[config.mk]
export PLATFORM = sky130hd
export DESIGN_NAME = bilateral_filter
export DESIGN_NICKNAME = d
export VERILOG_FILES = /design/src/verilog/bilateral_pkg.sv /design/src/verilog/bilateral_filter.sv /design/src/verilog/tap_weighting.sv /design/src/verilog/weight_divider.sv /design/src/verilog/weighted_sum.sv /design/src/verilog/window_fetch.sv
export SDC_FILE = /design/constraint.sdc
export NUM_CORES = 1
export LEC_CHECK = 0
export ABC_AREA = 1
export BUFFER_PORTS_ARGS = -buffer_cell sky130_fd_sc_hd__buf_2
export CAP_MARGIN = 15
export CORE_ASPECT_RATIO = 1.1
export CORE_UTILIZATION = 56
export DETAILED_ROUTE_END_ITERATION = 7
export GPL_TIMING_DRIVEN = 0
export PLACE_DENSITY = 0.76
export SLEW_MARGIN = 25
export SYNTH_ARGS = -nofsm -noshare
export SYNTH_HDL_FRONTEND = slang
export SYNTH_SLANG_ARGS = --single-unit
export TNS_END_PERCENT = 20
[constraint.sdc]
create_clock -name clk -period 15.4 [get_ports clk]
set_input_delay 2.31 -clock clk [delete_from_list [all_inputs] [get_ports clk]]
set_output_delay 2.31 -clock clk [all_outputs]
set_load 0.01 [all_outputs]
[src/verilog/bilateral_pkg.sv]
// Frame geometry constants, vector types and stage structs of the bilateral filter
// Spatial and range weight tables

`default_nettype none

package bilateral_pkg;

    localparam int IMG_SIZE    = 16;
    localparam int WIN_RADIUS  = 1;
    localparam int WIN_TAPS    = 9;
    localparam int CENTRE_TAP  = WIN_TAPS / 2;
    localparam int PIX_FIRST   = 1;
    localparam int PIX_LAST    = 14;
    localparam int RANGE_SHIFT = 5;
    localparam int QUOT_BITS   = 8;

    typedef logic [7:0]                  pixel_t;
    typedef logic [$clog2(IMG_SIZE)-1:0] coord_t;
    // Row in the upper half, column in the lower half
    typedef logic [2*$bits(coord_t)-1:0] pixel_addr_t;
    typedef logic [6:0]                  weight_t;
    typedef logic [9:0]                  weight_sum_t;
    typedef logic [17:0]                 acc_t;

    typedef struct packed {
        pixel_t [WIN_TAPS-1:0] pix;
        pixel_addr_t           addr;
        logic                  last;
    } window_t;

    typedef struct packed {
        pixel_t  [WIN_TAPS-1:0] pix;
        weight_t [WIN_TAPS-1:0] wgt;
        pixel_addr_t            addr;
        logic                   last;
    } weighted_taps_t;

    typedef struct packed {
        acc_t        num;
        weight_sum_t den;
        pixel_addr_t addr;
        logic        last;
    } window_sums_t;

    typedef enum logic [1:0] {
        FETCH_SCAN,
        FETCH_WAIT,
        FETCH_DONE
    } fetch_state_t;

    // Odd taps of the row-major 3x3 window are the orthogonal neighbours
    function automatic weight_t spatial_weight(input int tap);
        if (tap == CENTRE_TAP) begin
            return 7'd4;
        end else if (tap % 2 == 1) begin
            return 7'd2;
        end
        return 7'd1;
    endfunction

    function automatic weight_t range_weight(input logic [2:0] idx);
        case (idx)
            3'd0:    return 7'd16;
            3'd1:    return 7'd12;
            3'd2:    return 7'd8;
            3'd3:    return 7'd5;
            3'd4:    return 7'd3;
            3'd5:    return 7'd2;
            default: return 7'd1;
        endcase
    endfunction

endpackage

`default_nettype wire

[src/verilog/bilateral_filter.sv]
// Bilateral filter top level
// Fetch, tap weighting, window sums and division chained in order

`timescale 1ns/1ps
`default_nettype none

module bilateral_filter import bilateral_pkg::*; (
    input  logic        clk,
    input  logic        rst,
    input  logic        in_valid_i,
    input  pixel_t      in_data_i,
    output pixel_addr_t in_addr_o,
    output logic        out_valid_o,
    output pixel_addr_t out_addr_o,
    output pixel_t      out_data_o,
    output logic        finish_o
);

    window_t        win;
    logic           win_valid;
    weighted_taps_t taps;
    logic           taps_valid;
    window_sums_t   sums;
    logic           sums_valid;

    window_fetch window_fetch_inst (
        .clk         (clk),
        .rst         (rst),
        .in_valid_i  (in_valid_i),
        .in_data_i   (in_data_i),
        .in_addr_o   (in_addr_o),
        .win_o       (win),
        .win_valid_o (win_valid)
    );

    tap_weighting tap_weighting_inst (
        .clk          (clk),
        .rst          (rst),
        .win_i        (win),
        .win_valid_i  (win_valid),
        .taps_o       (taps),
        .taps_valid_o (taps_valid)
    );

    weighted_sum weighted_sum_inst (
        .clk          (clk),
        .rst          (rst),
        .taps_i       (taps),
        .taps_valid_i (taps_valid),
        .sums_o       (sums),
        .sums_valid_o (sums_valid)
    );

    // Busy for nine cycles, shorter than any window fetch
    weight_divider weight_divider_inst (
        .clk          (clk),
        .rst          (rst),
        .sums_i       (sums),
        .sums_valid_i (sums_valid),
        .out_valid_o  (out_valid_o),
        .out_addr_o   (out_addr_o),
        .out_data_o   (out_data_o),
        .finish_o     (finish_o)
    );

endmodule

`default_nettype wire

[src/verilog/tap_weighting.sv]
// Per-tap bilateral weight, spatial weight times range weight
// Registers the taps together with their weights

`timescale 1ns/1ps
`default_nettype none

module tap_weighting import bilateral_pkg::*; (
    input  logic           clk,
    input  logic           rst,
    input  window_t        win_i,
    input  logic           win_valid_i,
    output weighted_taps_t taps_o,
    output logic           taps_valid_o
);

    pixel_t  [WIN_TAPS-1:0] diff_c;
    weight_t [WIN_TAPS-1:0] wgt_c;

    always_comb begin
        for (int i = 0; i < WIN_TAPS; i++) begin
            // Absolute distance from the centre intensity
            if (win_i.pix[i] > win_i.pix[CENTRE_TAP]) begin
                diff_c[i] = win_i.pix[i] - win_i.pix[CENTRE_TAP];
            end else begin
                diff_c[i] = win_i.pix[CENTRE_TAP] - win_i.pix[i];
            end
            // Coarse distance selects the range table entry
            wgt_c[i] = spatial_weight(i) * range_weight(3'(diff_c[i] >> RANGE_SHIFT));
        end
    end

    always_ff @(posedge clk or posedge rst) begin
        if (rst) begin
            taps_valid_o <= 1'b0;
        end else begin
            taps_valid_o <= win_valid_i;
        end
    end

    always_ff @(posedge clk) begin
        if (win_valid_i) begin
            taps_o.pix  <= win_i.pix;
            taps_o.wgt  <= wgt_c;
            taps_o.addr <= win_i.addr;
            taps_o.last <= win_i.last;
        end
    end

endmodule

`default_nettype wire

[src/verilog/weight_divider.sv]
// Restoring divider, one quotient bit per cycle
// Drives the filtered pixel strobe and the sticky finish flag

`timescale 1ns/1ps
`default_nettype none

module weight_divider import bilateral_pkg::*; (
    input  logic         clk,
    input  logic         rst,
    input  window_sums_t sums_i,
    input  logic         sums_valid_i,
    output logic         out_valid_o,
    output pixel_addr_t  out_addr_o,
    output pixel_t       out_data_o,
    output logic         finish_o
);

    logic [$clog2(QUOT_BITS)-1:0] iter_cnt;
    logic                         busy_r;
    acc_t                         rem_r;
    acc_t                         dsr_r;
    pixel_t                       quot_r;
    pixel_addr_t                  addr_r;
    logic                         last_r;
    logic [$bits(acc_t):0]        trial;
    logic                         q_bit;

    // Borrow out means the divisor does not fit, remainder is kept
    assign trial = {1'b0, rem_r} - {1'b0, dsr_r};
    assign q_bit = ~trial[$bits(acc_t)];

    always_ff @(posedge clk or posedge rst) begin
        if (rst) begin
            busy_r      <= 1'b0;
            iter_cnt    <= '0;
            out_valid_o <= 1'b0;
            out_addr_o  <= '0;
            out_data_o  <= '0;
            finish_o    <= 1'b0;
        end else begin
            out_valid_o <= 1'b0;
            if (sums_valid_i) begin
                busy_r   <= 1'b1;
                iter_cnt <= '0;
            end else if (busy_r) begin
                iter_cnt <= iter_cnt + 1'b1;
                if (int'(iter_cnt) == QUOT_BITS - 1) begin
                    busy_r      <= 1'b0;
                    out_valid_o <= 1'b1;
                    out_addr_o  <= addr_r;
                    out_data_o  <= {quot_r[QUOT_BITS-2:0], q_bit};
                end
            end
            // Sticky until reset
            if (out_valid_o && last_r) begin
                finish_o <= 1'b1;
            end
        end
    end

    // Divisor starts aligned with the quotient MSB
    always_ff @(posedge clk) begin
        if (sums_valid_i) begin
            rem_r  <= sums_i.num;
            dsr_r  <= acc_t'(sums_i.den) << (QUOT_BITS - 1);
            quot_r <= '0;
            addr_r <= sums_i.addr;
            last_r <= sums_i.last;
        end else if (busy_r) begin
            if (q_bit) begin
                rem_r <= trial[$bits(acc_t)-1:0];
            end
            dsr_r  <= dsr_r >> 1;
            quot_r <= {quot_r[QUOT_BITS-2:0], q_bit};
        end
    end

endmodule

`default_nettype wire

[src/verilog/weighted_sum.sv]
// Window sums, weight times pixel and the weights alone
// One registered stage

`timescale 1ns/1ps
`default_nettype none

module weighted_sum import bilateral_pkg::*; (
    input  logic           clk,
    input  logic           rst,
    input  weighted_taps_t taps_i,
    input  logic           taps_valid_i,
    output window_sums_t   sums_o,
    output logic           sums_valid_o
);

    acc_t        num_c;
    weight_sum_t den_c;

    // At most 256 * 255 in the numerator
    always_comb begin
        num_c = '0;
        den_c = '0;
        for (int i = 0; i < WIN_TAPS; i++) begin
            num_c = num_c + acc_t'(taps_i.wgt[i]) * acc_t'(taps_i.pix[i]);
            den_c = den_c + weight_sum_t'(taps_i.wgt[i]);
        end
    end

    always_ff @(posedge clk or posedge rst) begin
        if (rst) begin
            sums_valid_o <= 1'b0;
        end else begin
            sums_valid_o <= taps_valid_i;
        end
    end

    always_ff @(posedge clk) begin
        if (taps_valid_i) begin
            sums_o.num  <= num_c;
            sums_o.den  <= den_c;
            sums_o.addr <= taps_i.addr;
            sums_o.last <= taps_i.last;
        end
    end

endmodule

`default_nettype wire

[src/verilog/window_fetch.sv]
// Output position scan and 3x3 window fetch
// Drives the frame read address and gathers nine taps per centre pixel

`timescale 1ns/1ps
`default_nettype none

module window_fetch import bilateral_pkg::*; (
    input  logic        clk,
    input  logic        rst,
    input  logic        in_valid_i,
    input  pixel_t      in_data_i,
    output pixel_addr_t in_addr_o,
    output window_t     win_o,
    output logic        win_valid_o
);

    fetch_state_t state_r;
    coord_t       row_r;
    coord_t       col_r;
    logic [3:0]   tap_cnt;
    logic [1:0]   tap_dr;
    logic [1:0]   tap_dc;
    logic         accept;
    logic         tap_last;
    logic         centre_last;

    assign accept      = in_valid_i && (state_r != FETCH_DONE);
    assign tap_last    = (tap_cnt == 4'(WIN_TAPS - 1));
    assign centre_last = (row_r == coord_t'(PIX_LAST)) && (col_r == coord_t'(PIX_LAST));

    // Centre plus the tap offset within the window
    assign in_addr_o = {coord_t'(row_r + coord_t'(tap_dr) - coord_t'(WIN_RADIUS)),
                        coord_t'(col_r + coord_t'(tap_dc) - coord_t'(WIN_RADIUS))};

    always_ff @(posedge clk or posedge rst) begin
        if (rst) begin
            state_r     <= FETCH_SCAN;
            row_r       <= coord_t'(PIX_FIRST);
            col_r       <= coord_t'(PIX_FIRST);
            tap_cnt     <= '0;
            tap_dr      <= '0;
            tap_dc      <= '0;
            win_valid_o <= 1'b0;
        end else begin
            win_valid_o <= 1'b0;
            case (state_r)
                FETCH_SCAN, FETCH_WAIT: begin
                    if (accept) begin
                        state_r <= FETCH_SCAN;
                        if (tap_last) begin
                            tap_cnt     <= '0;
                            tap_dr      <= '0;
                            tap_dc      <= '0;
                            win_valid_o <= 1'b1;
                            if (centre_last) begin
                                state_r <= FETCH_DONE;
                            end else if (col_r == coord_t'(PIX_LAST)) begin
                                col_r <= coord_t'(PIX_FIRST);
                                row_r <= row_r + 1'b1;
                            end else begin
                                col_r <= col_r + 1'b1;
                            end
                        end else begin
                            tap_cnt <= tap_cnt + 1'b1;
                            if (tap_dc == 2'(2 * WIN_RADIUS)) begin
                                tap_dc <= '0;
                                tap_dr <= tap_dr + 1'b1;
                            end else begin
                                tap_dc <= tap_dc + 1'b1;
                            end
                        end
                    end else begin
                        // Address holds until the memory returns data
                        state_r <= FETCH_WAIT;
                    end
                end
                default: begin
                    state_r <= FETCH_DONE;
                end
            endcase
        end
    end

    // Slots are overwritten only after downstream has sampled the window
    always_ff @(posedge clk) begin
        if (accept) begin
            win_o.pix[tap_cnt] <= in_data_i;
            if (tap_last) begin
                win_o.addr <= {row_r, col_r};
                win_o.last <= centre_last;
            end
        end
    end

endmodule

`default_nettype wire
Word level (Yosys, flattened, before mapping). Index checks and enable logic that the tools add are counted.

Add/subtract/negate cells: 44. Multipliers: 9. Magnitude comparators: 10. Equal/unequal tests: 53. Mux-type cells: 46. Bitwise operators: 3. Reductions and logical operators: 24.

Operators by type and width (count): 5-bit case mux with 6 select lines (9); 8-bit subtractor (17); 18-bit by 15-bit adder with 18-bit output (7); 72-bit bitwise mux (1); 8-bit 2-to-1 mux (9); 10-bit by 7-bit adder with 10-bit output (7); 8-bit greater-than comparator (8); 7-bit by 8-bit multiplier with 15-bit output (4); 6-bit by 8-bit multiplier with 14-bit output (4); 3-bit by 2-bit == test with 1-bit output (second input constant) (18); 3-bit == test (second input constant) (18); 18-bit 2-to-1 mux (3); 17-bit 2-to-1 mux (2); 8-bit demux with 4-bit select (1); 3-bit by 1-bit == test with 1-bit output (second input constant) (10); 3-bit zero test (9); 18-bit by 17-bit subtractor with 19-bit output (1); 15-bit by 15-bit adder with 16-bit output (1); 2-bit 2-to-1 mux (8); 5-bit by 8-bit multiplier with 13-bit output (1); 4-bit by 1-bit adder with 4-bit output (second input constant) (3); 4-bit == test (second input constant) (3); 1-bit 2-to-1 mux (9); 4-bit by 2-bit adder with 4-bit output (2); 20 further kinds (34).

Bits in registers: 350. Input bits: 11. Word-level logic and storage cells: 245.

Depth between registers and ports, before layout.
Depth after elaboration: 9. Gate-level depth with buffers: 45.

Cells and area by module. From an unflattened synthesis, not the netlist that was laid out.

Cells, all modules: 4422. Area, all modules: 37803.8 um^2.

By module, submodules not included: weighted_sum (instances 1, cells each 2467, area an instance 20664.8 um^2); tap_weighting (instances 1, cells each 1280, area an instance 9615.5 um^2); window_fetch (instances 1, cells each 253, area an instance 3808.7 um^2); weight_divider (instances 1, cells each 422, area an instance 3714.8 um^2).

Least setup slack after synthesis. OpenSTA, ideal clock, no wires.

Kind: reg-to-reg. Start: reg tap_weighting_inst.taps_o[18] (netlist bit). End: reg weighted_sum_inst.sums_o[35] (netlist bit) (data pin). Arrival time: 10.151 ns. Data required time: 15.148 ns. Setup slack: 4.997 ns. Stages on the path, launching flop included: 42. Buffers on the path: 1. Cell sequence: edfxtp_1 -> clkbuf_1 -> nand2_1 -> inv_1 -> fa_1 -> inv_1 -> fa_1 -> fa_1 -> inv_1 -> ha_1 -> a21oi_1 -> nand2_1 -> xor2_1 -> fa_1 -> fa_1 -> inv_1 -> fa_1 -> inv_1 -> [6 not listed] -> inv_1 -> fa_1 -> fa_1 -> fa_1 -> inv_1 -> fa_1 -> inv_1 -> fa_1 -> inv_1 -> fa_1 -> inv_1 -> ha_1 -> a21oi_1 -> o21ai_0 -> a211oi_1 -> nand2_1 -> nand2_1 -> nand2_1.

Longest elaborated chain between the ends: 9.

RTL lines: start, declared (RTL line tap_weighting.sv:12) `output weighted_taps_t taps_o,`; 6-bit by 8-bit multiplier with 14-bit output (RTL line weighted_sum.sv:24) `num_c = num_c + acc_t'(taps_i.wgt[i]) * acc_t'(taps_i.pix[i]);`; 15-bit by 15-bit adder with 16-bit output (RTL line weighted_sum.sv:24); 18-bit by 15-bit adder with 18-bit output (7 in a row) (RTL line weighted_sum.sv:24); via weighted_sum_inst.num_c[16] (RTL line weighted_sum.sv:16) `acc_t num_c;`; end, declared (RTL line weighted_sum.sv:12) `output window_sums_t sums_o,`.

The timed path passes the listed nets, and every way through them passes these cells. A chain may end at the register's enable or synchronous reset.

Final worst setup path. Same ends and word-level chain as after synthesis.

==> flow_summary.ini <==
[critical_path]
cp-end-kind = flip-flop
rrSetupSlack_ns = 4.08
setup.worst_path.class = reg2reg
reg2reg_depth = 43
r2r_end = weighted_sum_inst.sums_o[35]
cp_slowest_cell = fa_1
worstReg2RegStart = tap_weighting_inst.taps_o[18]
startpoint = tap_weighting_inst.taps_o[18]
arrival_ns = 11.65
worstPathRequired_ns = 15.72
cp_max_fo = 8
max_stage_delay_ns = 0.55
endpoint = weighted_sum_inst.sums_o[35]
startpoint_type = flip-flop

[clock_tree]
postCtsSetupBuffers = 0
cts_tree = done
clk_latency_ns = 0.57
cts_root_buf = clkbuf_16
clkTransAtPathRegs_ns = 0.06
postCtsHoldBufs = 0
htreeDepth = 2
cts_resized = 0
clock-sinks = 333
cts_buffers = 36
cts_max_path_buffers = 3

[global_routing]
gr-total-overflow = 0
grt_pass1_vias = 24600
grt_usage_pct = 26.1
grt_pass1_wl_mm = 124
grt_max_degree = 55
antenna_found_initial = 1

[floorplanning]
die_y_um = 258
die_x_um = 234
core_area_mm2 = 0.0586
rows = 93
ios = 37
start_util_pct = 56.8
design.die.area_mm2 = 0.0604

[timing]
min_period_ns = 11.32
fin_crit_sh_pct = 73.5
worst_clock_skew_ns = 0.0174
clock.fmax_mhz = 88.3
tightestPinTransition_ns = 0.967
tns_ns = 0
relSlewSlack_pct = 35.3
rsz0062_at_grt = no
final_max_slew_viol_count = 0
finalSetupViolCount = 0
finalHoldViolations = 0

[place]
dpl.hpwl_mm = 62.8
gp_congestion = 0.952
port_buffers = 36
dp.cells = 4794

[final_layout]
fin_nets = 4804
area_growth_syn_to_layout_pct = 7.56
instances_no_fill = 4860
drive_gt1_share_pct = 4.42
final_common_cell = nand2_1
fill_cells = 5038
final_cell_mix = nand2_1, inv_1, ha_1, fa_1, edfxtp_1

[synth]
synth_top_cell_area_share_pct = 24.9
ys_ff_latch = 333
synth_area_leaders = edfxtp_1, fa_1, ha_1, nand2_1, inv_1
yosys_warnings = 0
synth_cell_types = 48
synthArstFlopShare_pct = 12.9
ys_seq_area_share_pct = 29.0
synth_edf_count = 276
syn_inst = 3977
avgSynthCellArea_um2 = 8.37
synth_area_mm2 = 0.0333
synthFlopType = edfxtp_1
synth_top_cell_by_area = edfxtp_1

[pwr]
power_density_mw_per_mm2 = 59.9
switching_share_pct = 25.7
combPwrFrac_pct = 13.3
leakagePower_nw = 20.0
vdd_drop_max_mv = 0.0804
switching_power_uw = 552
p_int_mw = 1.59
pwr-share-seq_pct = 45.8
clkPwrFrac_pct = 40.8

[hold_path]
hold_class = reg2reg

[route]
wire_per_inst_um = 15.7
drc = 0
ant_nets = 0
drtPass1Iterations = 5
drt_iter0_drc = 1739
vias = 24900
vias_per_cell = 5.12
wirelength_mm = 76.3

[job]
drv_cap = 0

[outcome]
status = finished clean
-- stage by stage --
step / hold slack [ns] / total power, mW / area, um^2 / utilization [%] / worst slack (ns)
after detailed placement: 0.405 / 1.29 / 34600 / 59.0 / 4.14
after floorplan: 0.400 / 1.22 / 33300 / - / 5.00
final: 0.415 / 2.14 / 35800 / 61.0 / 4.08
after global placement: 0.403 / 1.28 / 34500 / 58.8 / 4.25
after global routing: 0.420 / 2.23 / 35800 / 61.0 / 3.53
after CTS: 0.415 / 2.16 / 35800 / 61.0 / 4.06
-- power groups by stage --
stage          clock network, mW  logic (mW)  registers [mW]
6_report                   0.876       0.286           0.983
4_1_cts                    0.889       0.284           0.983
2_1_floorplan                  0       0.222            1.00
5_1_grt                    0.923       0.329           0.982
3_3_place_gp                   0       0.278            1.00
3_5_place_dp                   0       0.284            1.00
-- final cells by class --
| type | count | area, um^2 | area share [%] |
|---|---|---|---|
| flip-flops and latches | 333 | 9650 | 27.0 |
| repair buffers | 42 | 278 | 0.776 |
| plain buffers | 53 | 209 | 0.584 |
| clock buffers | 45 | 955 | 2.67 |
| inverters | 1041 | 3910 | 10.9 |
| clock inverters | 20 | 238 | 0.664 |
| well taps | 760 | 951 | 2.66 |
| diodes | 1 | 2.50 | 0.00699 |
| multi-input cells | 2565 | 19600 | 54.8 |
-- worst max-delay path, delay by kind of cell (launching register included) --
kind,cells,cell delay (ns)
flops,1,0.44
buf+inv,13,1.10
simple gates,4,0.27
compound gates,8,1.47
fa+ha+maj,16,7.29
xor+xnor,2,0.49
-- sequential cells by signal, indices dropped and copies added, names as in the netlist, 2 cells and up --
name	count
window_fetch_inst.win_o	81
window_fetch_inst.state_r	2
weight_divider_inst.dsr_r	17
window_fetch_inst.col_r	4
weight_divider_inst.out_data_o	8
weight_divider_inst.rem_r	18
weight_divider_inst.addr_r	8
tap_weighting_inst.taps_o	121
weight_divider_inst.out_addr_o	8
weight_divider_inst.quot_r	7
window_fetch_inst.row_r	4
weight_divider_inst.iter_cnt	3
window_fetch_inst.tap_dc	2
weighted_sum_inst.sums_o	37
window_fetch_inst.tap_dr	2
window_fetch_inst.tap_cnt	4
-- metal layers --
layer	share of wire [%]	track usage (%)	up-vias	wire, um
li1	-	-	12300	-
met1	43	35.2	11700	32800
met2	47	43.2	691	35700
met3	6.7	3.51	151	5110
met4	3.6	9.01	0	2720
met5	0	0	-	0
-- synth_stat cells (all sizes together) (2+ instances only) --
library cell  number
nor2             159
a21oi            123
ha               428
nand3b             3
dfstp              2
edfxtp           276
nand4             52
nor3              19
fa               293
a21o              13
buf                5
dfxtp             14
o22ai             11
a22o               2
o21bai            14
dfrtp             41
xor2              46
nand2           1096
nand3            130
xnor2             29
conb               2
clkbuf            48
o31ai              3
o2111ai            7
inv             1041
a31oi              9
a211oi             2
o21ai            100
a21boi             3
-- how the worst min path moves through the flow --
stage | start | endpoint | slack, ns | depth (start not counted)
floorplan | window_fetch_inst.win_o[0] | tap_weighting_inst.taps_o[0] | 0.40 | 0
global placement | weighted_sum_inst.sums_o[7] | weight_divider_inst.addr_r[6] | 0.40 | 0
detailed placement | weighted_sum_inst.sums_o[1] | weight_divider_inst.addr_r[0] | 0.40 | 0
CTS | weighted_sum_inst.sums_o[1] | weight_divider_inst.addr_r[0] | 0.42 | 0
global route | window_fetch_inst.win_o[7] | tap_weighting_inst.taps_o[7] | 0.42 | 0
finish | window_fetch_inst.win_o[8] | tap_weighting_inst.taps_o[8] | 0.42 | 0
-- kinds of logic after synthesis --
kind of cell / share of synthesized area, %
simple gates: 18.0
buf+inv: 12.4
fa+ha+maj: 33.7
flops: 29.0
compound gates: 4.98
xor+xnor: 1.97
other cells: 0.0226
(Power assumes the default switching activity.)
